===== src/verilog/rvv_alu_pkg.sv =====
// rvv_alu_pkg
// Shared constants of the vector integer ALU execute stage: widths,
// queue and reorder-buffer depths, opcodes, and the second-operand
// word that a unit reads either as a lane vector or as a scalar.

`default_nettype none

package rvv_alu_pkg;

  // cluster and operand geometry
  localparam int NUM_ALU   = 2;
  localparam int VLEN      = 32;
  localparam int EEW       = 8;
  localparam int LANES     = VLEN / EEW;

  // queue depths
  localparam int RS_DEPTH  = 4;
  localparam int ROB_DEPTH = 8;

  // derived widths
  localparam int TAG_W     = $clog2(ROB_DEPTH);
  localparam int OP_W      = 3;
  localparam int RS_PTR_W  = $clog2(RS_DEPTH);
  localparam int RS_CNT_W  = $clog2(RS_DEPTH + 1);
  localparam int ROB_CNT_W = $clog2(ROB_DEPTH + 1);
  localparam int ALU_IDX_W = (NUM_ALU > 1) ? $clog2(NUM_ALU) : 1;

  // opcodes
  localparam logic [OP_W-1:0] OP_ADD  = 3'd0;
  localparam logic [OP_W-1:0] OP_SUB  = 3'd1;
  localparam logic [OP_W-1:0] OP_AND  = 3'd2;
  localparam logic [OP_W-1:0] OP_OR   = 3'd3;
  localparam logic [OP_W-1:0] OP_XOR  = 3'd4;
  localparam logic [OP_W-1:0] OP_MINU = 3'd5;
  localparam logic [OP_W-1:0] OP_MAXU = 3'd6;
  // shift amount is the low 3 bits of the src2 element
  localparam logic [OP_W-1:0] OP_SLL  = 3'd7;

  // second operand, selected per micro-op by use_scalar
  //   vec    one element per lane
  //   scalar low EEW bits broadcast to every lane
  typedef union packed {
    logic [LANES-1:0][EEW-1:0] vec;
    logic [VLEN-1:0]           scalar;
  } alu_src2_u;

endpackage

`default_nettype wire


===== src/verilog/alu_unit.sv =====
// alu_unit
// One vector ALU unit. Applies the micro-op to every 8-bit lane and
// keeps the result with its reorder tag in a register until the
// ROB takes it.

`default_nettype none

module alu_unit (
  input  logic                            clk,
  input  logic                            rst,
  input  logic                            uop_valid,
  input  logic [rvv_alu_pkg::OP_W-1:0]    uop_op,
  input  logic [rvv_alu_pkg::VLEN-1:0]    uop_vs1,
  input  rvv_alu_pkg::alu_src2_u          uop_src2,
  input  logic                            uop_use_scalar,
  input  logic [rvv_alu_pkg::TAG_W-1:0]   uop_tag,
  input  logic                            take,
  input  logic                            res_ready,
  output logic                            can_accept,
  output logic                            res_valid,
  output logic [rvv_alu_pkg::TAG_W-1:0]   res_tag,
  output logic [rvv_alu_pkg::VLEN-1:0]    res_data
);

  import rvv_alu_pkg::*;

  logic [LANES-1:0][EEW-1:0] lane_res;
  logic                      drain;

  // per-lane datapath
  for (genvar l = 0; l < LANES; l++) begin : g_lane
    logic [EEW-1:0] a;
    logic [EEW-1:0] b;

    assign a = uop_vs1[l*EEW +: EEW];
    // scalar form broadcasts the low element of the scalar word
    assign b = uop_use_scalar ? uop_src2.scalar[EEW-1:0] : uop_src2.vec[l];

    always_comb begin
      case (uop_op)
        OP_ADD:  lane_res[l] = a + b;
        OP_SUB:  lane_res[l] = a - b;
        OP_AND:  lane_res[l] = a & b;
        OP_OR:   lane_res[l] = a | b;
        OP_XOR:  lane_res[l] = a ^ b;
        OP_MINU: lane_res[l] = (a < b) ? a : b;
        OP_MAXU: lane_res[l] = (a > b) ? a : b;
        OP_SLL:  lane_res[l] = a << b[2:0];
        default: lane_res[l] = '0;
      endcase
    end
  end

  assign drain = res_valid & res_ready;

  // free now, or emptied by the ROB on this edge
  assign can_accept = uop_valid & (~res_valid | res_ready);

  always_ff @(posedge clk) begin
    if (rst) begin
      res_valid <= 1'b0;
    end else if (take) begin
      res_valid <= 1'b1;
    end else if (drain) begin
      res_valid <= 1'b0;
    end
  end

  // result payload
  always_ff @(posedge clk) begin
    if (take) begin
      res_data <= lane_res;
      res_tag  <= uop_tag;
    end
  end

endmodule

`default_nettype wire


===== src/verilog/alu_cluster.sv =====
// alu_cluster
// Cluster of NUM_ALU vector ALU units. Unit i works on issue slot i;
// the pop mask only covers a run of ready units from slot 0, so
// micro-ops leave the reservation station in order.

`default_nettype none

module alu_cluster (
  input  logic                                                   clk,
  input  logic                                                   rst,
  input  logic [rvv_alu_pkg::NUM_ALU-1:0]                        slot_valid,
  input  logic [rvv_alu_pkg::NUM_ALU-1:0][rvv_alu_pkg::OP_W-1:0] slot_op,
  input  logic [rvv_alu_pkg::NUM_ALU-1:0][rvv_alu_pkg::VLEN-1:0] slot_vs1,
  input  rvv_alu_pkg::alu_src2_u [rvv_alu_pkg::NUM_ALU-1:0]      slot_src2,
  input  logic [rvv_alu_pkg::NUM_ALU-1:0]                        slot_use_scalar,
  input  logic [rvv_alu_pkg::NUM_ALU-1:0][rvv_alu_pkg::TAG_W-1:0] slot_tag,
  input  logic [rvv_alu_pkg::NUM_ALU-1:0]                        res_ready,
  output logic [rvv_alu_pkg::NUM_ALU-1:0]                        pop,
  output logic [rvv_alu_pkg::NUM_ALU-1:0]                        res_valid,
  output logic [rvv_alu_pkg::NUM_ALU-1:0][rvv_alu_pkg::TAG_W-1:0] res_tag,
  output logic [rvv_alu_pkg::NUM_ALU-1:0][rvv_alu_pkg::VLEN-1:0] res_data
);

  import rvv_alu_pkg::*;

  logic [NUM_ALU-1:0] can_accept;

  // a slot pops only when every lower slot pops too
  always_comb begin
    pop[0] = can_accept[0];
    for (int i = 1; i < NUM_ALU; i++) begin
      pop[i] = pop[i-1] & can_accept[i];
    end
  end

  for (genvar i = 0; i < NUM_ALU; i++) begin : g_unit
    alu_unit u_alu_unit (
      .clk            (clk),
      .rst            (rst),
      .uop_valid      (slot_valid[i]),
      .uop_op         (slot_op[i]),
      .uop_vs1        (slot_vs1[i]),
      .uop_src2       (slot_src2[i]),
      .uop_use_scalar (slot_use_scalar[i]),
      .uop_tag        (slot_tag[i]),
      .take           (pop[i]),
      .res_ready      (res_ready[i]),
      .can_accept     (can_accept[i]),
      .res_valid      (res_valid[i]),
      .res_tag        (res_tag[i]),
      .res_data       (res_data[i])
    );
  end

endmodule

`default_nettype wire


===== config.mk =====
export PLATFORM = sky130hd
export DESIGN_NAME = alu_cluster
export DESIGN_NICKNAME = d
export VERILOG_FILES = /design/src/verilog/rvv_alu_pkg.sv /design/src/verilog/alu_unit.sv /design/src/verilog/alu_cluster.sv
export SDC_FILE = /design/constraint.sdc
export NUM_CORES = 1
export LEC_CHECK = 0
export BUFFER_PORTS_ARGS = -buffer_cell sky130_fd_sc_hd__buf_2
export CORE_ASPECT_RATIO = 0.9
export CORE_MARGIN = 3
export CORE_UTILIZATION = 25
export DETAILED_ROUTE_END_ITERATION = 16
export PLACE_DENSITY = 0.4
export SLEW_MARGIN = 20
export SYNTH_ARGS = -nofsm -noshare
export SYNTH_HDL_FRONTEND = slang
export SYNTH_SLANG_ARGS = --single-unit

===== constraint.sdc =====
create_clock -name clk -period 9.7 [get_ports clk]
set_input_delay 0.485 -clock clk [delete_from_list [all_inputs] [get_ports clk]]
set_output_delay 0.485 -clock clk [all_outputs]
set_load 0.05 [all_outputs]

After elaboration in Yosys (flattened, before gate mapping)
Index checks and enable logic that the tools add are counted.

Shifts and indexed selects: 8. Add/sub/neg operators: 16. Bitwise gates (word level): 33. Muxes and demuxes: 34. Magnitude comparators: 16. Reductions and logical operators: 4. Equal/unequal tests: 14.

Operators with widths (count): 8-bit one-hot mux with 8 select lines (8); 8-bit two-way mux (22); 8-bit adder (8); 8-bit bitwise AND (8); 8-bit > comparator (8); 8-bit < comparator (8); 8-bit OR (8); 8-bit by 3-bit << shifter with 8-bit output (8); 8-bit subtractor (8); 8-bit bitwise XOR (8); 3-bit == test, second input constant (8); 3-bit by 2-bit == test with 1-bit output, second input constant (4); 3-bit by 1-bit == test with 1-bit output, second input constant (2); 3-bit zero test (2); 1-bit bitwise AND (5); 1-bit two-way mux (4); 2-bit nonzero test (2); 1-bit inverter (2); 1-bit OR (2).

Logic and storage cells: 131. Bits in registers: 72. Output and inout bits: 74. Input port bits: 148.

Depth between registers and ports, before layout
Gate-level depths: netlist (run 1).

Depth after elaboration: 5. Gate-level depth with buffers: 16. Mapped depth without buffers: 12.

Modules after synthesis
A second synthesis (run 1) with hierarchy kept.

Cells, all modules: 2056. Area, all modules: 15828.9 sq um.

Modules (own cells, without submodules): alu_unit at g_unit[1].u_alu_unit (sequential area each 1071.0 sq um, times used 1, cells each 1033, area each 8065.2 sq um); alu_unit at g_unit[0].u_alu_unit (sequential area each 1071.0 sq um, times used 1, cells each 1021, area each 7749.9 sq um); alu_cluster (sequential area each 0.0 sq um, times used 1, cells each 2, area each 13.8 sq um).

Worst setup path after synthesis (run 1)
OpenSTA, ideal clock, no wires.

Path kind: input to register. Start point: in slot_use_scalar[0] in the netlist's numbering. End point: reg g_unit[0].u_alu_unit.res_data[23] in the netlist's numbering (data pin). Path buffers: 4. Setup slack: 6.140 ns. Data required time: 9.441 ns. Data arrival time: 3.301 ns. Stages on the path: 12. Setup time: 0.259 ns. Path through: buf_4 buf_2 buf_2 mux2i_1 ha_1 or4_1 o21bai_2 or2_2 buf_2 mux2i_1 o211ai_1 a211o_1.

RTL lines: from (decl) (line alu_cluster.sv:15) `input logic [rvv_alu_pkg::NUM_ALU-1:0] slot_use_scalar,`; to (signal assigned) (line alu_unit.sv:72) `res_data <= lane_res;`; to (decl) (line alu_unit.sv:22) `output logic [rvv_alu_pkg::VLEN-1:0] res_data`.

==> impl_summary.txt, run 1 <==
----------------------------------------------------
[Setup path]
  Critical path start-end classification ... input port to flop
  Sum of buffers and inverters on the critical path ... 2
  Cell count along the critical path ... 11
  Critical-path top delay cell ... sky130_fd_sc_hd__o41ai_4
  Critical path arrival ... 4.86 ns
  Highest fanout seen on the critical path ... 40
  RR Startpoint ... g_unit[0].u_alu_unit.res_valid
  End of the worst register-to-register path ... g_unit[1].u_alu_unit.res_data[22]
  R2r worst-path depth ... 5
  Kind of start point of the critical path ... input port
  Crit path required time ... 9.77 ns
  Crit-path cells ... buf_2, o21a_1, inv_1, fa_1, o21bai_1, a2111oi_2, o41ai_4, nand2_1, mux2i_1, a211oi_1, o221ai_1
  Largest stage delay on the critical path ... 0.71 ns
  Register-to-Register Setup Slack ... 7.48 ns
  Critical Path Sink Type ... flop
  Cell family with most CP delay ... compound AO/OA/AOI/OAI gates

[Global routing]
  First-pass GRT wire length ... 101000 um
  Antenna violations before repair ... 9
  Aggregate global-route resource usage ... 0.209
  Overflow left after global routing ... 0
  Vias in the first global route ... 15.6k
  Largest net degree at the start of global routing ... 53

[Die]
  Full die area ... 0.0639 mm^2
  Die height ... 240 um
  Die width ... 266 um
  Placeable Area ... 0.0600 mm^2
  Starting density of the core ... 0.254
  FP Rows ... 85
  Number of placed I/O pins ... 222

[Yosys]
  Synthesized Nets ... 2397
  Leading post-synthesis cells by cell area ... sky130_fd_sc_hd__ha_1 (19%), sky130_fd_sc_hd__edfxtp_1 (14%), sky130_fd_sc_hd__a21oi_1 (6.4%)
  Leading register cell type out of synthesis ... sky130_fd_sc_hd__edfxtp_1
  Yosys warning total ... 0
  Avg Synthesized Cell Area ... 7.59 um^2
  Proportion of netlist area held by the largest area contributor ... 0.187
  Count of state elements after synthesis ... 72
  EDFF count, synth ... 70
  Sequential-to-total area share from yosys stat ... 0.141
  Most numerous cell types in the synthesized netlist ... sky130_fd_sc_hd__ha_1 (227), sky130_fd_sc_hd__a21oi_1 (196), sky130_fd_sc_hd__inv_1 (193), sky130_fd_sc_hd__nor2_1 (163), sky130_fd_sc_hd__nand2_1 (151)
  Area of the mapped netlist ... 0.0152 mm^2
  Yosys cell types ... 87
  Async set or reset register ratio after synthesis ... 0
  Most frequently used cell type in the post-synthesis netlist ... sky130_fd_sc_hd__ha_1
  Gate Count Post-Synth ... 2006
  Biggest area consumer among synthesized cells ... sky130_fd_sc_hd__ha_1

[Placement]
  Worst setup slack before clock tree synthesis ... 4.38 ns
  Sum of net half-perimeters after detailed placement ... 51000 um
  Number of instances in the placed design ... 2932
  Total placed instance area ... 0.0171 mm^2
  Weighted congestion reported at the end of routability-driven placement ... 0.896
  Count of input and output buffers ... 221

[Layout]
  Post-layout instance count excluding filler cells ... 2955
  Fraction of final layout cells with drive strength greater than 1 ... 0.153
  Number of nets in the layout ... 2551
  Summed area of non-filler cells in the final layout ... 0.0174 mm^2
  Area added between synthesis and finish ... 14.6%

[Pwr]
  Static power due to leakage ... 0.00770 uW
  Worst-case vdd ir drop ... 0.0000867 V
  Switch share ... 0.488
  Proportion of power drawn by flip-flops and latches ... 0.206
  Logic pwr share ... 0.572
  Power per Cell Area ... 110 mW/mm^2
  Clock network fraction of total power ... 0.223
  Net switching power figure ... 937 uW
  Cell Int Power ... 983 uW

[Route]
  Total iterations of the first detailed-routing run ... 5
  DRC violation count after routing ... 0
  Routed vias ... 16.2k
  Routed via count divided by cell count ... 5.50
  Routed wire length per instance ... 23.3 um
  Routed WL ... 68800 um
  DRT antenna net count ... 0
  DRC violation total after the first TritonRoute iteration ... 1390

[STA]
  Final setup violation count ... 0
  Final count of pins violating max slew ... 0
  Time the final worst path needs with I/O delays and setup ... 4.80 ns
  Worst clock skew ... 0.0201 ns
  Worst path setup slack after routing ... 4.90 ns
  Maximum achievable frequency ... 0.209 GHz
  Setup repair after global routing missed its margin ... no
  Final count of hold timing violations ... 0
  Measured slew at the worst slew-check pin ... 1.12 ns
  Sum of negative setup slack ... 0 ns
  Rel. slew slack ... 0.246
  Portion of the clock cycle consumed by the worst path in the final layout ... 0.494

[Clocking]
  Post-CTS clock slew at the launch and capture registers of the worst setup and hold paths ... 0.07 ns
  Number of instances resized during post-cts repair ... 0
  Latest clock arrival within the worst-skew pair ... 0.41 ns
  TritonCTS Buffers ... 9
  Post-CTS Hold Fix Bufs ... 0
  Buffers from clock root to sink, at most ... 2
  Clock tree from TritonCTS ... done
  Clock Tree Root ... sky130_fd_sc_hd__clkbuf_16
  Number of buffers inserted to repair setup after CTS ... 0
  H-tree depth ... 3
  Number of sinks on the clock net ... 72

[Run]
  Reported max-cap violation count ... 0

[Hold path]
  Hold Crit Depth ... 2
  Hold_sp ... rst
  Capture endpoint of the worst hold path ... g_unit[0].u_alu_unit.res_valid
  Classification of the worst-slack hold path ... input port to flop

[Outcome]
  Status ... finished clean

----------------------------------------------------
placed cells by master (no fill, tap or decap), types with 62 or more instances in the layout:
| cell type | count |
|---|---|
| sky130_fd_sc_hd__nand2_1 | 150 |
| sky130_fd_sc_hd__edfxtp_1 | 70 |
| sky130_fd_sc_hd__o21ai_0 | 117 |
| sky130_fd_sc_hd__buf_2 | 221 |
| sky130_fd_sc_hd__a21oi_1 | 196 |
| sky130_fd_sc_hd__nor2_1 | 163 |
| sky130_fd_sc_hd__ha_1 | 227 |
| sky130_fd_sc_hd__inv_1 | 193 |
| sky130_fd_sc_hd__mux2i_1 | 79 |
| sky130_fd_sc_hd__o211ai_1 | 62 |
flip-flops by register name, indices dropped and copies added (netlist names):
register,flops
g_unit.u_alu_unit.res_data,64
g_unit.u_alu_unit.res_tag,6
g_unit.u_alu_unit.res_valid,2
worst max-delay path by stage:
stage	from	slack, ns	to
floorplan	slot_use_scalar[0]	6.14	g_unit[0].u_alu_unit.res_data[23]
global placement	slot_use_scalar[0]	4.43	g_unit[0].u_alu_unit.res_data[14]
detailed placement	slot_use_scalar[0]	4.38	g_unit[0].u_alu_unit.res_data[14]
CTS	slot_use_scalar[0]	4.81	g_unit[0].u_alu_unit.res_data[14]
global route	slot_use_scalar[0]	4.53	g_unit[0].u_alu_unit.res_data[31]
finish	slot_use_scalar[0]	4.90	g_unit[0].u_alu_unit.res_data[31]
through the flow:
stage	power (uW)	hold WS [ns]	util
6_report	1920	0.257	0.291
3_3_place_gp	1480	0.476	0.285
5_1_grt	2050	0.236	0.291
3_5_place_dp	1480	0.476	0.285
4_1_cts	1930	0.226	0.290
2_1_floorplan	1160	0.459	-
worst reg2reg max path: stages (launching register included):
cell and delay, ns:
sky130_fd_sc_hd__dfxtp_1 0.31, sky130_fd_sc_hd__nand2b_1 0.08, sky130_fd_sc_hd__and2_2 0.14, sky130_fd_sc_hd__buf_4 0.50, sky130_fd_sc_hd__and3_2 0.29, sky130_fd_sc_hd__buf_4 0.51
cell families after synthesis:
family | count (synthesis) | share of synthesized area
DFF | 72 | 0.141
buffers and inverters | 317 | 0.0839
AOI/OAI and AO/OA | 749 | 0.327
xor gates and xnor gates | 75 | 0.0432
and+or+nand+nor | 459 | 0.134
adders and majority gates | 243 | 0.208
muxes | 91 | 0.0629
power by group through the flow:
stage               logic (uW)  clock network [uW]  registers (uW)
finish                    1100                 428             395
global route              1200                 457             398
CTS                       1090                 449             396
detailed placement        1080                   0             402
global placement          1080                   0             403
floorplan                  665                   0             492
per-layer routing:
layer,routed length (um),global-route usage,vias up
met1,34000,0.309,7864
met4,1400,0.0606,6
li1,-,-,7641
met2,29200,0.308,643
met3,4210,0.0385,86
met5,40,0,-
area by class of cell:
| cell class | count | area [um^2] |
|---|---|---|
| Inverter | 206 | 773 |
| Antenna cell | 7 | 17.5 |
| Clock buffer | 9 | 225 |
| Clock inverter | 7 | 103 |
| Multi-Input combinational cell | 1617 | 11800 |
| Tap cell | 783 | 980 |
| Sequential cell | 72 | 2140 |
| Timing Repair Buffer | 254 | 1350 |
| Fill cell | 6596 | 42500 |
(Power assumes the default switching activity.)
==> run 2, diff against run 1 <==
--- a/config.mk
+++ b/config.mk
@@ -5,6 +5,7 @@
 export SDC_FILE = /design/constraint.sdc
 export NUM_CORES = 1
 export LEC_CHECK = 0
+export ABC_AREA = 1
 export BUFFER_PORTS_ARGS = -buffer_cell sky130_fd_sc_hd__buf_2
 export CORE_ASPECT_RATIO = 0.9
 export CORE_MARGIN = 3
==> constraint.sdc (replaced) <==
create_clock -name clk -period 4.7 [get_ports clk]
set_input_delay 0.235 -clock clk [delete_from_list [all_inputs] [get_ports clk]]
set_output_delay 0.235 -clock clk [all_outputs]
set_load 0.05 [all_outputs]
==> impl_summary.txt, run 2 <==
----------------------------------------------------
[Layout]
  Post-layout instance count excluding filler cells ... 3807
  Fraction of final layout cells with drive strength greater than 1 ... 0.120
  Largest Register ... g_unit.u_alu_unit.res_data
  Max reg flops ... 64
  Largest regs ... g_unit.u_alu_unit.res_data: 64 flops, g_unit.u_alu_unit.res_tag: 6 flops, g_unit.u_alu_unit.res_valid: 2 flops
  Most common cell after layout, fill and taps aside ... sky130_fd_sc_hd__nand2_1
  Number of nets in the layout ... 3336
  Area added between synthesis and finish ... 13.3%
  Highest-count cells in the layout ignoring fill and taps ... sky130_fd_sc_hd__nand2_1 (657), sky130_fd_sc_hd__nand3_1 (397), sky130_fd_sc_hd__inv_1 (368), sky130_fd_sc_hd__nor2_1 (366), sky130_fd_sc_hd__ha_1 (227)

[Setup path]
  RR Startpoint ... g_unit[0].u_alu_unit.res_valid
  Highest fanout seen on the critical path ... 21
  Crit. Startpoint ... slot_use_scalar[0]
  Critical path arrival ... 3.54 ns
  Crit path required time ... 4.84 ns
  Crit-path cells ... buf_2, inv_2, a21oi_1, ha_1, inv_1, nand2_1, nor2_1, nand3_1, nand2_1, inv_1, nor2_1, nor2_1, nor2_1, nor2_1
  Kind of start point of the critical path ... input port
  Critical-path top delay cell ... sky130_fd_sc_hd__nand2_1
  Largest stage delay on the critical path ... 0.58 ns
  Critical Path Sink Type ... flop
  Critical path start-end classification ... input port to flop
  Most repeated library cell on the critical path ... sky130_fd_sc_hd__nor2_1

[Pwr]
  Cell Int Power ... 1900 uW
  Net switching power figure ... 2010 uW
  Worst-case vdd ir drop ... 0.000133 V
  Logic pwr share ... 0.574
  Clock network fraction of total power ... 0.216
  Power per Cell Area ... 209 mW/mm^2
  Static power due to leakage ... 0.00973 uW
  Proportion of power drawn by flip-flops and latches ... 0.210
  Switch share ... 0.513
  Total power consumption of the routed design ... 3910 uW

[Placement]
  Worst setup slack before clock tree synthesis ... 1.04 ns
  Weighted congestion reported at the end of routability-driven placement ... 0.915
  Count of input and output buffers ... 221
  Sum of net half-perimeters after detailed placement ... 58300 um
  Number of instances in the placed design ... 3784

[Route]
  Total iterations of the first detailed-routing run ... 5
  DRC violation total after the first TritonRoute iteration ... 1996
  Routed vias ... 19.3k
  Routed via count divided by cell count ... 5.06
  DRT antenna net count ... 0
  DRC violation count after routing ... 0
  Routed WL ... 75100 um
  Routed wire length per instance ... 19.7 um

[Yosys]
  Synthesized-area fraction occupied by xor and xnor cells ... 0.0185
  Adder-cell share of the synthesized area ... 0.191
  Avg Synthesized Cell Area ... 5.95 um^2
  Compound-cell area share of the yosys netlist ... 0.125
  Sequential-to-total area share from yosys stat ... 0.130
  Yosys warning total ... 0
  Synthesized Nets ... 3170
  Proportion of netlist area held by the largest area contributor ... 0.172
  Biggest area consumer among synthesized cells ... sky130_fd_sc_hd__ha_1
  Leading post-synthesis cells by cell area ... sky130_fd_sc_hd__ha_1 (17%), sky130_fd_sc_hd__nand2_1 (15%), sky130_fd_sc_hd__edfxtp_1 (13%)
  Mux share of post-synthesis cell area ... 0
  Gate Count Post-Synth ... 2779
  Area of the mapped netlist ... 0.0165 mm^2
  Simple-gate area share of the yosys netlist ... 0.412
  Count of state elements after synthesis ... 72
  Most frequently used cell type in the post-synthesis netlist ... sky130_fd_sc_hd__nand2_1
  Async set or reset register ratio after synthesis ... 0
  Largest family of logic cells by synthesized area ... simple AND/OR/NAND/NOR gates
  EDFF count, synth ... 70
  Most numerous cell types in the synthesized netlist ... sky130_fd_sc_hd__nand2_1 (657), sky130_fd_sc_hd__nand3_1 (397), sky130_fd_sc_hd__inv_1 (369), sky130_fd_sc_hd__nor2_1 (368), sky130_fd_sc_hd__ha_1 (227)
  Yosys cell types ... 43
  Leading register cell type out of synthesis ... sky130_fd_sc_hd__edfxtp_1

[STA]
  Final setup violation count ... 0
  Sum of negative setup slack ... 0 ns
  Setup repair after global routing missed its margin ... no
  Time the final worst path needs with I/O delays and setup ... 3.40 ns
  Maximum achievable frequency ... 0.294 GHz
  Portion of the clock cycle consumed by the worst path in the final layout ... 0.723
  Worst Hold Margin ... 0.0354 ns
  Final count of pins violating max slew ... 0
  Final count of hold timing violations ... 0
  Worst clock skew ... 0.0166 ns
  Rel. slew slack ... 0.348
  Worst path setup slack after routing ... 1.30 ns
  Measured slew at the worst slew-check pin ... 0.975 ns

[Global routing]
  First-pass GRT wire length ... 111000 um
  Largest net degree at the start of global routing ... 37
  Antenna violations before repair ... 5
  Overflow left after global routing ... 0
  Aggregate global-route resource usage ... 0.209
  Vias in the first global route ... 17.6k

[Run]
  Reported max-cap violation count ... 0

[Clocking]
  Buffers from clock root to sink, at most ... 2
  Post-CTS clock slew at the launch and capture registers of the worst setup and hold paths ... 0.08 ns
  Number of sinks on the clock net ... 72
  TritonCTS Buffers ... 9
  Clock tree from TritonCTS ... done
  Clock Tree Root ... sky130_fd_sc_hd__clkbuf_16
  Latest clock arrival within the worst-skew pair ... 0.40 ns
  Number of instances resized during post-cts repair ... 0
  H-tree depth ... 3

[Die]
  Die width ... 277 um
  Number of placed I/O pins ... 222
  Placeable Area ... 0.0647 mm^2
  Starting density of the core ... 0.255
  FP Rows ... 88
  Die height ... 250 um
  Full die area ... 0.0693 mm^2

[Hold path]
  Hold_sp ... slot_tag[4]
  Classification of the worst-slack hold path ... input port to flop

[Outcome]
  Status ... finished clean

----------------------------------------------------
run 2: cell types whose count changed in the layout (fill, tap and decap cells not counted), moves of 60 or more:
cell                      before  now
sky130_fd_sc_hd__nand4_1       3   63
sky130_fd_sc_hd__nand3_1      35  397
sky130_fd_sc_hd__a21oi_1     196  122
sky130_fd_sc_hd__mux2i_1      79    0
sky130_fd_sc_hd__nand2_1     150  657
sky130_fd_sc_hd__nor2_1      163  366
sky130_fd_sc_hd__inv_1       193  368
run 2: metal layers:
| layer | up-vias | wire length (um) | GRT usage |
|---|---|---|---|
| li1 | 9389 | - | - |
| met1 | 9058 | 36900 | 0.309 |
| met2 | 733 | 32200 | 0.316 |
| met3 | 79 | 4520 | 0.0298 |
| met4 | 2 | 1500 | 0.0500 |
| met5 | - | 13 | 0 |
run 2: final cells by class:
type	instances	area, um^2
Inverter	399	1500
Fill cell	7428	46000
Antenna cell	2	5.00
Clock inverter	6	91.3
Multi-Input combinational cell	2215	12400
Sequential cell	72	2140
Tap cell	855	1070
Clock buffer	10	229
Timing Repair Buffer	248	1320
run 2: repair_timing:
action                                 4_1_cts  5_1_grt
setup buffers                                0        0
endpoints found under the hold margin        6        0
hold buffers                                 5        0
run 2: critical path: cells and delay by family:
kind | cells | cell delay [ns]
adder cells (fa/ha/maj) | 1 | 0.38
buffers and inverters | 4 | 0.74
AO/OA/AOI/OAI | 1 | 0.55
AND/OR/NAND/NOR | 8 | 1.61
run 2: stage by stage:
step	util	instance area (um^2)
5_1_grt	0.289	18700
3_3_place_gp	0.284	18400
6_report	0.289	18700
3_5_place_dp	0.284	18400
2_1_floorplan	-	16500
4_1_cts	0.289	18700
run 2: logic make-up (layout without fill, tap and decap cells):
group / Yosys count / after routing
other: 0 / 2
DFF: 72 / 72
AOI/OAI and AO/OA: 364 / 364
adders and majority gates: 243 / 243
xor gates and xnor gates: 35 / 35
and+or+nand+nor: 1573 / 1573
buffers and inverters: 492 / 663
run 2: power by group through the flow:
stage,combinational [uW],clock [uW],sequential (uW)
floorplan,1360,0,1020
global placement,2230,0,834
detailed placement,2210,0,833
CTS,2220,892,820
global route,2490,901,825
finish,2250,846,820
run 2: final timing paths:
path	to	slack, ns	depth (start not counted)
min	g_unit[1].u_alu_unit.res_tag[1]	0.04	1
min reg2reg	g_unit[0].u_alu_unit.res_valid	0.49	2
max reg2reg	g_unit[1].u_alu_unit.res_data[30]	2.81	6
max	g_unit[0].u_alu_unit.res_data[11]	1.30	14
