[config.mk]
export PLATFORM = sky130hd
export DESIGN_NAME = alu_rs_fifo
export DESIGN_NICKNAME = d
export VERILOG_FILES = /design/src/verilog/rvv_alu_pkg.sv /design/src/verilog/alu_rs_fifo.sv
export SDC_FILE = /design/constraint.sdc
export NUM_CORES = 1
export LEC_CHECK = 0
export BUFFER_PORTS_ARGS = -buffer_cell sky130_fd_sc_hd__buf_4
export CAP_MARGIN = 20
export CORE_AREA = 2 2 141 245
export CTS_CLUSTER_DIAMETER = 150
export DETAILED_ROUTE_END_ITERATION = 10
export DIE_AREA = 0 0 143 247
export MAX_ROUTING_LAYER = met4
export PLACE_DENSITY_LB_ADDON = 0.08
export SLEW_MARGIN = 20
export SYNTH_ARGS = -nofsm -noshare
export SYNTH_HDL_FRONTEND = slang
export SYNTH_SLANG_ARGS = --single-unit
[constraint.sdc]
create_clock -name clk -period 3.9 [get_ports clk]
set_clock_uncertainty 0.05 [all_clocks]
set_input_delay 0.585 -clock clk [delete_from_list [all_inputs] [get_ports clk]]
set_output_delay 0.585 -clock clk [all_outputs]
set_load 0.1 [all_outputs]
[src/verilog/rvv_alu_pkg.sv]
// rvv_alu_pkg
// Shared constants of the vector integer ALU execute stage: widths,
// queue and reorder-buffer depths, opcodes, and the second-operand
// word that a unit reads either as a lane vector or as a scalar.

`default_nettype none

package rvv_alu_pkg;

  // cluster and operand geometry
  localparam int NUM_ALU   = 2;
  localparam int VLEN      = 32;
  localparam int EEW       = 8;
  localparam int LANES     = VLEN / EEW;

  // queue depths
  localparam int RS_DEPTH  = 4;
  localparam int ROB_DEPTH = 8;

  // derived widths
  localparam int TAG_W     = $clog2(ROB_DEPTH);
  localparam int OP_W      = 3;
  localparam int RS_PTR_W  = $clog2(RS_DEPTH);
  localparam int RS_CNT_W  = $clog2(RS_DEPTH + 1);
  localparam int ROB_CNT_W = $clog2(ROB_DEPTH + 1);
  localparam int ALU_IDX_W = (NUM_ALU > 1) ? $clog2(NUM_ALU) : 1;

  // opcodes
  localparam logic [OP_W-1:0] OP_ADD  = 3'd0;
  localparam logic [OP_W-1:0] OP_SUB  = 3'd1;
  localparam logic [OP_W-1:0] OP_AND  = 3'd2;
  localparam logic [OP_W-1:0] OP_OR   = 3'd3;
  localparam logic [OP_W-1:0] OP_XOR  = 3'd4;
  localparam logic [OP_W-1:0] OP_MINU = 3'd5;
  localparam logic [OP_W-1:0] OP_MAXU = 3'd6;
  // shift amount is the low 3 bits of the src2 element
  localparam logic [OP_W-1:0] OP_SLL  = 3'd7;

  // second operand, selected per micro-op by use_scalar
  //   vec    one element per lane
  //   scalar low EEW bits broadcast to every lane
  typedef union packed {
    logic [LANES-1:0][EEW-1:0] vec;
    logic [VLEN-1:0]           scalar;
  } alu_src2_u;

endpackage

`default_nettype wire

[src/verilog/alu_rs_fifo.sv]
// alu_rs_fifo
// Reservation-station queue for vector ALU micro-ops. Stamps each
// accepted micro-op with the next reorder tag, shows its oldest
// entries as issue slots and drops a run of them on pop.

`default_nettype none

module alu_rs_fifo (
  input  logic                                                 clk,
  input  logic                                                 rst,
  input  logic                                                 in_valid,
  input  logic [rvv_alu_pkg::OP_W-1:0]                         in_op,
  input  logic [rvv_alu_pkg::VLEN-1:0]                         in_vs1,
  input  rvv_alu_pkg::alu_src2_u                               in_src2,
  input  logic                                                 in_use_scalar,
  input  logic [rvv_alu_pkg::NUM_ALU-1:0]                      pop,
  input  logic                                                 retire,
  output logic                                                 in_ready,
  output logic [rvv_alu_pkg::NUM_ALU-1:0]                      slot_valid,
  output logic [rvv_alu_pkg::NUM_ALU-1:0][rvv_alu_pkg::OP_W-1:0] slot_op,
  output logic [rvv_alu_pkg::NUM_ALU-1:0][rvv_alu_pkg::VLEN-1:0] slot_vs1,
  output rvv_alu_pkg::alu_src2_u [rvv_alu_pkg::NUM_ALU-1:0]    slot_src2,
  output logic [rvv_alu_pkg::NUM_ALU-1:0]                      slot_use_scalar,
  output logic [rvv_alu_pkg::NUM_ALU-1:0][rvv_alu_pkg::TAG_W-1:0] slot_tag
);

  import rvv_alu_pkg::*;

  // entry storage
  logic [OP_W-1:0]      op_q     [RS_DEPTH];
  logic [VLEN-1:0]      vs1_q    [RS_DEPTH];
  alu_src2_u            src2_q   [RS_DEPTH];
  logic                 scalar_q [RS_DEPTH];
  logic [TAG_W-1:0]     tag_q    [RS_DEPTH];

  logic [RS_PTR_W-1:0]  rd_ptr;
  logic [RS_PTR_W-1:0]  wr_ptr;
  logic [RS_CNT_W-1:0]  count;
  logic [RS_CNT_W-1:0]  pop_num;
  logic [TAG_W-1:0]     next_tag;
  logic [ROB_CNT_W-1:0] outstanding;
  logic                 push;

  // full queue or every ROB tag in use blocks issue
  assign in_ready = (count != RS_CNT_W'(RS_DEPTH)) &&
                    (outstanding != ROB_CNT_W'(ROB_DEPTH));
  assign push     = in_valid & in_ready;

  // pop is a run from bit 0, so a popcount gives the entries to drop
  always_comb begin
    pop_num = '0;
    for (int i = 0; i < NUM_ALU; i++) begin
      pop_num = pop_num + RS_CNT_W'(pop[i]);
    end
  end

  always_ff @(posedge clk) begin
    if (push) begin
      op_q[wr_ptr]     <= in_op;
      vs1_q[wr_ptr]    <= in_vs1;
      src2_q[wr_ptr]   <= in_src2;
      scalar_q[wr_ptr] <= in_use_scalar;
      tag_q[wr_ptr]    <= next_tag;
    end
  end

  always_ff @(posedge clk) begin
    if (rst) begin
      rd_ptr      <= '0;
      wr_ptr      <= '0;
      count       <= '0;
      next_tag    <= '0;
      outstanding <= '0;
    end else begin
      if (push) begin
        wr_ptr   <= wr_ptr + 1'b1;
        next_tag <= next_tag + 1'b1;
      end
      rd_ptr      <= rd_ptr + RS_PTR_W'(pop_num);
      count       <= count + RS_CNT_W'(push) - pop_num;
      // tags stay in use until the ROB commits them
      outstanding <= outstanding + ROB_CNT_W'(push) - ROB_CNT_W'(retire);
    end
  end

  // slot i is the entry i places behind the read pointer
  for (genvar i = 0; i < NUM_ALU; i++) begin : g_slot
    logic [RS_PTR_W-1:0] idx;

    assign idx                = rd_ptr + RS_PTR_W'(i);
    assign slot_valid[i]      = count > RS_CNT_W'(i);
    assign slot_op[i]         = op_q[idx];
    assign slot_vs1[i]        = vs1_q[idx];
    assign slot_src2[i]       = src2_q[idx];
    assign slot_use_scalar[i] = scalar_q[idx];
    assign slot_tag[i]        = tag_q[idx];
  end

endmodule

`default_nettype wire

=== Word level (Yosys, flattened, before mapping) ===
Memories as Yosys holds them, arrays and structs flattened. A register that Yosys moved wholly into a read port is not among the register bits.
Index checks and enable logic that the tools add are counted.

* Register bits: 14
* RAM bits: 284
* Bits of input ports: 74
* Output and inout port bits: 145
* Word-level logic and storage cells: 32
* Memories: 5

* $add $sub $neg: 9
* Order comparisons: 2
* Equal/unequal tests: 2
* Muxes and demuxes: 7
* Bitwise operators: 1
* Reduce and logical (&&, ||, !) cells: 1

{| class="wikitable"
|+ Memories
! name !! words !! width !! rd ports !! clocked after Yosys merged registers in !! wr ports !! RTL line !! RTL
|-
| src2_q || 4 || 32 || 2 || 1 || 1 || alu_rs_fifo.sv:32 || <nowiki>alu_src2_u src2_q [RS_DEPTH];</nowiki>
|-
| vs1_q || 4 || 32 || 2 || 1 || 1 || alu_rs_fifo.sv:31 || <nowiki>logic [VLEN-1:0] vs1_q [RS_DEPTH];</nowiki>
|-
| op_q || 4 || 3 || 2 || 1 || 1 || alu_rs_fifo.sv:30 || <nowiki>logic [OP_W-1:0] op_q [RS_DEPTH];</nowiki>
|-
| tag_q || 4 || 3 || 2 || 1 || 1 || alu_rs_fifo.sv:34 || <nowiki>logic [TAG_W-1:0] tag_q [RS_DEPTH];</nowiki>
|-
| scalar_q || 4 || 1 || 2 || 1 || 1 || alu_rs_fifo.sv:33 || <nowiki>logic scalar_q [RS_DEPTH];</nowiki>
|}

{| class="wikitable"
|+ Operators by type and width
! cell !! number
|-
| $mux W2 || 5
|-
| $gt A3 B1 Y1 const B || 2
|-
| $add A2 B1 Y2 const B || 2
|-
| $add A4 B1 Y4 || 1
|-
| $ne A4 B4 Y1 const B || 1
|-
| $sub A4 B1 Y4 || 1
|-
| $add A3 B1 Y3 || 1
|-
| $add A3 B1 Y3 const B || 1
|-
| $ne A3 B3 Y1 const B || 1
|-
| $sub A3 B2 Y3 || 1
|-
| $add A1 B1 Y2 || 1
|-
| $add A2 B2 Y2 || 1
|-
| $mux W1 || 2
|-
| $and A1 B1 Y1 || 1
|-
| $logic_and A1 B1 Y1 || 1
|}

=== Longest topological paths before layout ===
Gate-level depths: netlist of run 1.

* Depth in word-level cells: 5
* Gate-level depth with buffers: 13
* Depth with buffers taken out: 13

=== Least setup slack after synthesis of run 1 ===
OpenSTA, ideal clock, no wires.

* Path kind: flip-flop to flip-flop
* From: register outstanding[2]
* To: memory op_q[0][0] (enable)
* Setup time: 437 ps
* Arrival: 2757 ps
* Required time: 3413 ps
* Setup slack: 656 ps
* Cell stages (with the launch flop): 6
* Path buffers: 0
* Period minus slack after synthesis: 3244 ps
* Cells stage by stage: dfxtp_1 > inv_1 > ha_1 > nor3b_2 > nor3b_4 > and2_1

* Word-level cells in the longest chain between the ends: 5

{| class="wikitable"
|+ RTL lines
! element !! RTL line !! RTL
|-
| start, declared || alu_rs_fifo.sv:41 || <nowiki>logic [ROB_CNT_W-1:0] outstanding;</nowiki>
|-
| start signal, assigned || alu_rs_fifo.sv:82 || <nowiki>outstanding <= outstanding + ROB_CNT_W'(push) - ROB_CNT_W'(retire);</nowiki>
|-
| $ne A4 B4 Y1 || alu_rs_fifo.sv:46 || <nowiki>(outstanding != ROB_CNT_W'(ROB_DEPTH));</nowiki>
|-
| $logic_and A1 B1 Y1 || alu_rs_fifo.sv:45 || <nowiki>assign in_ready = (count != RS_CNT_W'(RS_DEPTH)) &&</nowiki>
|-
| $and A1 B1 Y1 || alu_rs_fifo.sv:47 || <nowiki>assign push = in_valid & in_ready;</nowiki>
|-
| $mux W1 || alu_rs_fifo.sv:58 || <nowiki>if (push) begin</nowiki>
|-
| $mux W1 (not written as such) || alu_rs_fifo.sv:59 || <nowiki>op_q[wr_ptr] <= in_op;</nowiki>
|-
| end, declared || alu_rs_fifo.sv:30 ||
|}

No other way between the ends.

==> impl_metrics.ini, run 1 <==
[placement]
hpwl_mm = 18.5
post_dp_cell_area_mm2 = 0.0150
gp_congestion = 0.719
port_buffers = 218

[setup_path]
crit_type = reg -> out
reg2reg_from = outstanding[2]
startpoint = rd_ptr[1]
cp_common_cell = buf_4
r2r_end = count[2]
r2r_slack_ns = 1.12
endpoint_kind = output pin
cp_top_family = buffers and inverters
cp.arrival_ns = 2.33
required_ns = 3.26
start_kind = flop
cp_num_buf_inv = 2
critPathMaxFanout = 63
endpoint = slot_vs1[10]
reg2reg_depth = 13
critPathMaxStageDelay_ns = 0.65
slowest_stage = buf_4
cp.depth = 3
crit_chain = buf_4 > mux4_2 > buf_4

[clocking]
cts_max_path_buffers = 3
insertion_delay_ns = 0.54
htreeDepth = 1
cts_setup_buffers = 0
cts.sinks = 298
clkTransAtPathRegs_ns = 0.06
postCtsResizedCells = 0
hold_buffers = 0
cts-buffers-inserted = 28
cts_tree = yes
clockRootBuffer = clkbuf_16

[timing]
rsz0062_at_grt = false
tightest_slew_ns = 0.864
tns_ns = 0
setup_viol = 0
min_period_ns = 2.96
hold_viol = 0
fin_crit_sh_pct = 75.9
slew_headroom_pct = 42.4
drv_slew = 0
clock.fmax_mhz = 338

[grt]
grt_max_degree = 81
antenna_found_initial = 1
grt_pass1_wl_mm = 43.0
grt_pass1_vias = 7317
grt.total_usage_pct = 16.7
grt_overflow = 0

[floorplan]
boundaryPins = 219
die-height_um = 247
die_area_mm2 = 0.0353
rows = 89
initial_utilization_pct = 38.3
die-width_um = 143
core-area_mm2 = 0.0335

[route]
drt_iter0_markers = 294
wirelength_mm = 28.7
drc = 0
viasPerCell = 5.19
ant_nets = 0
num_vias = 6498
drt_first_pass_iters = 4
wl_per_cell_um = 23.0

[cells_and_area]
drive_gt1_share_pct = 53.3
nFillCells = 2824
multi_input_area_mm2 = 0.00375
design_area_mm2 = 0.0159
syn_to_final_growth_pct = 23.6
register_area_mm2 = 0.00882
nets = 864

[pwr]
p_leak_nw = 5.36
p_per_area_mw_per_mm2 = 828
ir_worst_vdd_v = 0.000554

[synth]
synthesis.nets = 639
yosysTopAreaCellShare_pct = 66.5
syn_area_per_cell_um2 = 23.4
ys_warn_count = 0
ys_seq_area_share_pct = 68.6
synth_area_leaders = edfxtp_1, mux4_2, dfxtp_1
synth_seq_cells = 298
yosys.cell_types.count = 28
syn-cell-area_mm2 = 0.0128
yosysTopAreaCell = edfxtp_1
syn_inst = 548

[flow_run]
drv_cap = 0

[run_status]
status = finished clean

[min_path]
holdCritPathClass = in -> reg
-- cells by family (layout without fill, tap and decap cells) --
logic type      after synthesis  after routing  share of synthesized area [%]
buf+inv                      46            293                           2.22
compound gates                4              4                          0.195
flops                       298            298                           68.6
fa+ha+maj                    17             17                           1.77
other cells                   0              1                              0
xor+xnor                      4              4                          0.273
mux                         147            147                           25.3
simple gates                 32             32                           1.54
-- sequential cells by signal (all words and copies together), names as in the netlist --
name,flops
op_q,12
outstanding,4
rd_ptr,2
next_tag,3
wr_ptr,2
tag_q,12
scalar_q,4
vs1_q,128
count,3
src2_q,128
-- Yosys cell counts --
| library cell | number |
|---|---|
| nor2_1 | 10 |
| nand2_1 | 1 |
| dfxtp_1 | 14 |
| a21o_1 | 1 |
| mux2_2 | 3 |
| o31ai_1 | 1 |
| clkbuf_1 | 2 |
| and2_1 | 5 |
| nor3_1 | 1 |
| or4_1 | 1 |
| buf_2 | 18 |
| or3_1 | 1 |
| mux2i_1 | 2 |
| edfxtp_1 | 284 |
| nor3b_4 | 1 |
| nor2b_1 | 5 |
| inv_1 | 12 |
| a21oi_1 | 2 |
| or2_2 | 1 |
| nand2b_1 | 4 |
| ha_1 | 15 |
| buf_6 | 10 |
| mux4_2 | 142 |
| fa_1 | 2 |
| buf_4 | 4 |
| nor3b_2 | 2 |
| xnor2_1 | 1 |
| xor2_1 | 3 |
-- where the power goes --
group / total [W] / switching [W] / leakage [nW] / internal (W)
clock: 0.00259 / 0.00116 / 0.422 / 0.00144
sequential: 0.00428 / 0.000214 / 2.71 / 0.00406
combinational: 0.00625 / 0.00475 / 2.23 / 0.00150
-- layout by cell type (no fill, tap or decap), types with 2 or more instances in the layout --
master / count
clkinv_2: 6
nor3b_2: 2
ha_1: 15
clkbuf_1: 8
dfxtp_4: 2
buf_4: 222
buf_12: 7
nor2_1: 10
clkbuf_16: 29
nor2b_1: 5
a21oi_1: 2
xor2_1: 3
mux4_2: 142
mux2i_1: 2
clkinvlp_4: 2
clkinv_1: 4
nand2b_1: 4
and2_4: 4
mux2_2: 3
edfxtp_1: 284
fa_1: 2
inv_1: 12
dfxtp_1: 12
-- layer usage --
| metal | global-route usage [%] | share of wire, % | vias to the layer above | wire length, um |
|---|---|---|---|---|
| met2 | 30.6 | 56 | 180 | 16200 |
| met1 | 18.1 | 36 | 3455 | 10400 |
| met3 | 3.37 | 5.4 | 39 | 1550 |
| li1 | - | - | 2824 | - |
| met4 | 4.72 | 2.2 | 0 | 618 |
| met5 | - | 0 | - | 0 |
-- worst register-to-register path, delay by kind of cell, from the launching register on --
kind          cells  cell delay, ns
flops             1            0.31
xor+xnor          1            0.17
simple gates      4            0.90
fa+ha+maj         4            1.00
buf+inv           4            0.29
-- area by class of cell --
cell class,instances,area share [%]
diodes,1,0.0158
flip-flops and latches,298,55.6
inverters,12,0.284
clock inverters,15,0.726
repair buffers,229,11.4
multi-input cells,204,23.6
clock buffers,37,4.77
well taps,455,3.59
-- worst min path at each step --
stage	startpoint	to	slack, ns	cells past startpoint
final	in_vs1[18]	vs1_q[1][18]	0.18	1
after global routing	in_src2[7]	src2_q[3][7]	0.15	1
after CTS	in_vs1[15]	vs1_q[1][15]	0.15	1
after detailed placement	wr_ptr[1]	wr_ptr[1]	0.47	2
after global placement	wr_ptr[1]	wr_ptr[1]	0.45	2
after floorplan	next_tag[2]	tag_q[0][2]	0.42	0
-- through the flow --
stage / cells / hold WS [ns] / utilization [%] / power [W] / setup slack [ns]
after detailed placement: 1198 / 0.474 / 44.7 / 0.0107 / 1.08
after CTS: 1250 / 0.153 / 47.3 / 0.0133 / 0.885
after global placement: 1198 / 0.445 / 44.7 / 0.0106 / 1.18
after floorplan: 548 / 0.424 / - / 0.00934 / 0.656
final: 1251 / 0.185 / 47.3 / 0.0131 / 0.938
after global routing: 1251 / 0.153 / 47.3 / 0.0136 / 0.817
Note: power is estimated with default switching activity, not from simulation.
==> inputs of run 2 (changes only) <==
clock period = 2.6 ns   (was 3.9 ns; I/O delays follow)
==> run 2 against run 1 <==
Hold slack got worse by 0.095 ns. Clock-buffer cell count down 3. Combinational power grew 56%. Critical path depth increased by 1. Utilization up 3.6 points. Sequential share of layout area fell by 3.9 points.
==> impl_metrics.ini, run 2 (synthesized netlist as in run 1, its figures left out) <==
[route]
drt_first_pass_iters = 4
num_vias = 6953
ant_nets = 0
wirelength_mm = 29.5
drc = 0
viasPerCell = 5.20
drt_iter0_markers = 313
wl_per_cell_um = 22.1

[cells_and_area]
top_regs = src2_q x128, vs1_q x128
final_common_cell = edfxtp_1
nets = 953
final_cell_mix = edfxtp_1, buf_4, mux4_2
diodes = 0
drive_gt1_share_pct = 50.6
syn_to_final_growth_pct = 32.9

[min_path]
hp-start = rst
holdCritPathClass = in -> reg
hold_depth = 2
hold_end = count[1]

[grt]
grt.total_usage_pct = 17.0
grt_pass1_vias = 7748
grt_overflow = 0
grt_pass1_wl_mm = 44.2
antenna_found_initial = 0
grt_max_degree = 67

[clocking]
cts.sinks = 298
cts_max_path_buffers = 3
cts-buffers-inserted = 29
clockRootBuffer = clkbuf_16
clkTransAtPathRegs_ns = 0.06
cts_tree = yes
htreeDepth = 1
insertion_delay_ns = 0.55

[setup_path]
critPathMaxFanout = 17
crit_type = reg -> out
reg2reg_from = outstanding[2]
required_ns = 2.16
critPathMaxStageDelay_ns = 0.54
cp.arrival_ns = 2.09
r2r_slack_ns = 0.17
endpoint_kind = output pin
slowest_stage = mux4_2
crit_chain = buf_12 > buf_16 > mux4_2 > buf_4
r2r_end = count[2]
reg2reg_depth = 13
start_kind = flop

[floorplan]
rows = 89
die_area_mm2 = 0.0353
die-height_um = 247
core-area_mm2 = 0.0335
boundaryPins = 219
initial_utilization_pct = 38.3
die-width_um = 143

[pwr]
p_leak_nw = 5.88
p_per_area_mw_per_mm2 = 1200
p_total_w = 0.0205
ir_worst_vdd_v = 0.000998

[timing]
hold_viol = 0
setup_viol = 0
tightest_slew_ns = 0.409
min_period_ns = 2.53
drv_slew = 0
fin_crit_sh_pct = 97.2
worst_slack_ns = 0.0721
rsz0062_at_grt = true
slew_headroom_pct = 72.7
whs_ns = 0.0893
clock.fmax_mhz = 396

[flow_run]
drv_cap = 0

[placement]
dp_slack_ns = 0.0148
gp_congestion = 0.702
port_buffers = 218
hpwl_mm = 19.4

[run_status]
status = finished clean
-- run 2: cell types whose count changed in the layout (fill, tap and decap cells not counted), sizes merged --
cell / change
dlygate4sd3: +68
buf: +18
bufinv: +4
clkinvlp: -2
clkbuf: -1
clkinv: -1
diode: -1
inv: +1
-- run 2: routing by layer --
metal / vias to the layer above / track usage (%) / routed length [um]
met1: 3717 / 17.8 / 10400
met3: 45 / 2.69 / 1440
met2: 189 / 32.5 / 17000
met5: - / - / 0
met4: 0 / 4.92 / 698
li1: 3002 / - / -
-- run 2: worst max-delay path by stage --
stage / slack [ns] / to / start
after floorplan: 0.1 / count[2] / outstanding[2]
after global placement: 0.17 / count[2] / outstanding[2]
after detailed placement: 0.01 / count[2] / outstanding[2]
after CTS: 0.001 / slot_src2[7] / rd_ptr[0]
after global routing: -0.02 / slot_src2[26] / rd_ptr[0]
final: 0.07 / slot_src2[26] / rd_ptr[0]
-- run 2: area by class of cell --
type	count	area [um2]
Sequential cell	298	8820
Timing Repair Buffer	317	2920
Inverter	12	45.0
Tap cell	455	569
Clock buffer	34	744
Clock inverter	17	206
Fill cell	2762	16500
Multi-Input combinational cell	204	3750
-- run 2: power by group --
part	total [W]	internal [W]	switching, W	leakage [nW]
Sequential	0.00642	0.00609	0.000329	2.71
Combinational	0.00978	0.00257	0.00722	2.70
Clock	0.00426	0.00252	0.00173	0.467
-- run 2: worst max-delay path, delay by kind of cell, from the launching register on --
family / cells / cell delay (ns)
buffers and inverters: 3 / 0.61
flip-flops: 1 / 0.37
multiplexers: 1 / 0.54
-- run 2: metrics by stage --
step	area [um2]	setup TNS [ns]	cells	utilization [%]
floorplan	12800	0	548	-
global placement	15200	0	1212	45.4
detailed placement	15200	0	1212	45.4
CTS	16900	0	1334	50.4
global route	17100	-0.114	1337	50.9
finish	17100	0	1337	50.9
-- run 2: repair_timing --
| item | CTS | global route |
|---|---|---|
| gates resized for setup | 2 | 22 |
| endpoints found under the setup margin | 131 | 46 |
| setup buffers | 3 | 1 |
| hold endpoints to repair | 272 | 0 |
| pin swaps | 0 | 1 |
| cloned | 0 | 2 |
| hold buffers | 68 | 0 |
==> inputs of run 3 (changes only) <==
GPL_TIMING_DRIVEN = 0   (was not set)
==> run 3 against run 2 <==
The flow now finishes with violations (setup timing). Register-to-register slack lost 0.06 ns. Clock-buffer cell count is 2 higher. Fmax decreased by 5.7%. Sequential share of layout area shrank 2.2 points. Non-clock buffer count rose by 27. Setup slack got worse by 0.15 ns. Combinational power increased by 7%. Largest cell class unchanged. Largest power group unchanged.
==> impl_metrics.ini, run 3 (synthesized netlist as in run 1, its figures left out) <==
[run_status]
status = complete, but fails checks
violations = setup timing

[timing]
clock.fmax_mhz = 373
drv_slew = 0
slew_headroom_pct = 66.3
tightest_slew_ns = 0.506
hold_viol = 0
setup_viol = 89
tns_ns = -3.54
worst_slack_ns = -0.0820
rsz0062_at_grt = true
min_period_ns = 2.68
fin_crit_sh_pct = 103

[route]
num_vias = 7044
wl_per_cell_um = 23.4
wirelength_mm = 31.9
viasPerCell = 5.15
drc = 0
ant_nets = 0
drt_iter0_markers = 325
drt_first_pass_iters = 5

[setup_path]
start_kind = flop
required_ns = 2.16
reg2reg_depth = 13
slowest_stage = mux4_2
cp_top_family = buffers and inverters
cp_common_cell = buf_12
r2r_end = count[2]
cp_num_buf_inv = 5
critPathMaxFanout = 10
crit_type = reg -> out
crit_chain = buf_8 > buf_12 > buf_12 > buf_12 > mux4_2 > buf_8
cp.arrival_ns = 2.24
r2r_slack_ns = 0.11
endpoint_kind = output pin
reg2reg_from = outstanding[2]
critPathMaxStageDelay_ns = 0.56

[min_path]
hp-start = in_valid
hold_depth = 4
holdCritPathClass = in -> reg
hold_end = next_tag[2]

[clocking]
clkTransAtPathRegs_ns = 0.06
insertion_delay_ns = 0.56
cts_tree = yes
clockRootBuffer = clkbuf_16
cts_max_path_buffers = 3
htreeDepth = 1
cts.sinks = 298
cts-buffers-inserted = 29

[grt]
grt_max_degree = 30
grt.total_usage_pct = 19.1
grt_pass1_vias = 8096
grt_util_met1_pct = 20.3
antenna_found_initial = 0
grt_overflow = 0
grtUsageMet2_pct = 36.3
top_usage_layer = met2
use_met3_pct = 3.37
grt_pass1_wl_mm = 48.6

[flow_run]
drv_cap = 0

[cells_and_area]
drive_gt1_share_pct = 53.2
syn_to_final_growth_pct = 38.9
top_regs = src2_q x128, vs1_q x128
final_common_cell = edfxtp_1
final_cell_mix = edfxtp_1, mux4_2, buf_4
nets = 980
diodes = 0
nFillCells = 2708

[pwr]
p_leak_nw = 6.19
p_total_w = 0.0212
ir_worst_vdd_v = 0.000681
p_per_area_mw_per_mm2 = 1190

[floorplan]
die-width_um = 143
die-height_um = 247
boundaryPins = 219
initial_utilization_pct = 38.3
rows = 89
die_area_mm2 = 0.0353
core-area_mm2 = 0.0335

[placement]
port_buffers = 217
gp_congestion = 0.742
hpwl_mm = 21.4
## run 3: power breakdown
group | switching (W) | leakage, nW | internal [W] | total, W
combinational | 0.00743 | 3.01 | 0.00311 | 0.0105
sequential | 0.000318 | 2.71 | 0.00609 | 0.00641
clock | 0.00179 | 0.466 | 0.00243 | 0.00422
## run 3: worst max-delay path by stage
stage / end / startpoint / depth (start not counted) / slack [ns]
CTS: slot_vs1[4] / rd_ptr[0] / 6 / -0.15
finish: slot_vs1[44] / rd_ptr[0] / 6 / -0.08
floorplan: count[2] / outstanding[2] / 13 / 0.1
detailed placement: count[2] / outstanding[2] / 13 / -0.32
global placement: src2_q[1][9] / outstanding[2] / 5 / -0.83
global route: slot_vs1[44] / rd_ptr[0] / 6 / -0.16
## run 3: layout make-up
class / count / area [um2] / area share, %
Tap cell: 455 / 569 / 3.19
Multi-Input combinational cell: 204 / 3790 / 21.3
Timing Repair Buffer: 311 / 3240 / 18.2
Buffer: 33 / 415 / 2.33
Clock inverter: 18 / 171 / 0.962
Inverter: 12 / 45.0 / 0.253
Sequential cell: 298 / 8810 / 49.4
Clock buffer: 36 / 782 / 4.39
## run 3: worst min-delay path, stage by stage
cell and delay (ns):
buf_4 0.12, nand2_1 0.06, or4_1 0.10, a21oi_1 0.05
## run 3: metal layers
| metal | wire length [um] | part of all wire (%) |
|---|---|---|
| met4 | 600 | 1.9 |
| met5 | 0 | 0 |
| met2 | 18400 | 58 |
| met3 | 1500 | 4.7 |
| met1 | 11400 | 36 |
## run 3: repair_timing
action                                  4_1_cts  5_1_grt
hold buffers                                 68        0
endpoints found under the setup margin      141      125
setup buffers                                11        4
resized for setup                           177       23
pin swaps                                     1        3
hold endpoints to repair                    272        0
gates cloned                                  5        0
## run 3: stage by stage
step	hold slack (ns)	instance area (um2)	setup WS, ns	util [%]	std cells
2_1_floorplan	0.424	12800	0.0961	-	548
5_1_grt	0.163	17800	-0.163	53.2	1367
4_1_cts	0.133	17800	-0.149	53.0	1366
6_report	0.162	17800	-0.0820	53.2	1367
3_5_place_dp	0.488	15200	-0.321	45.3	1228
3_3_place_gp	0.444	15000	-0.834	44.9	1220
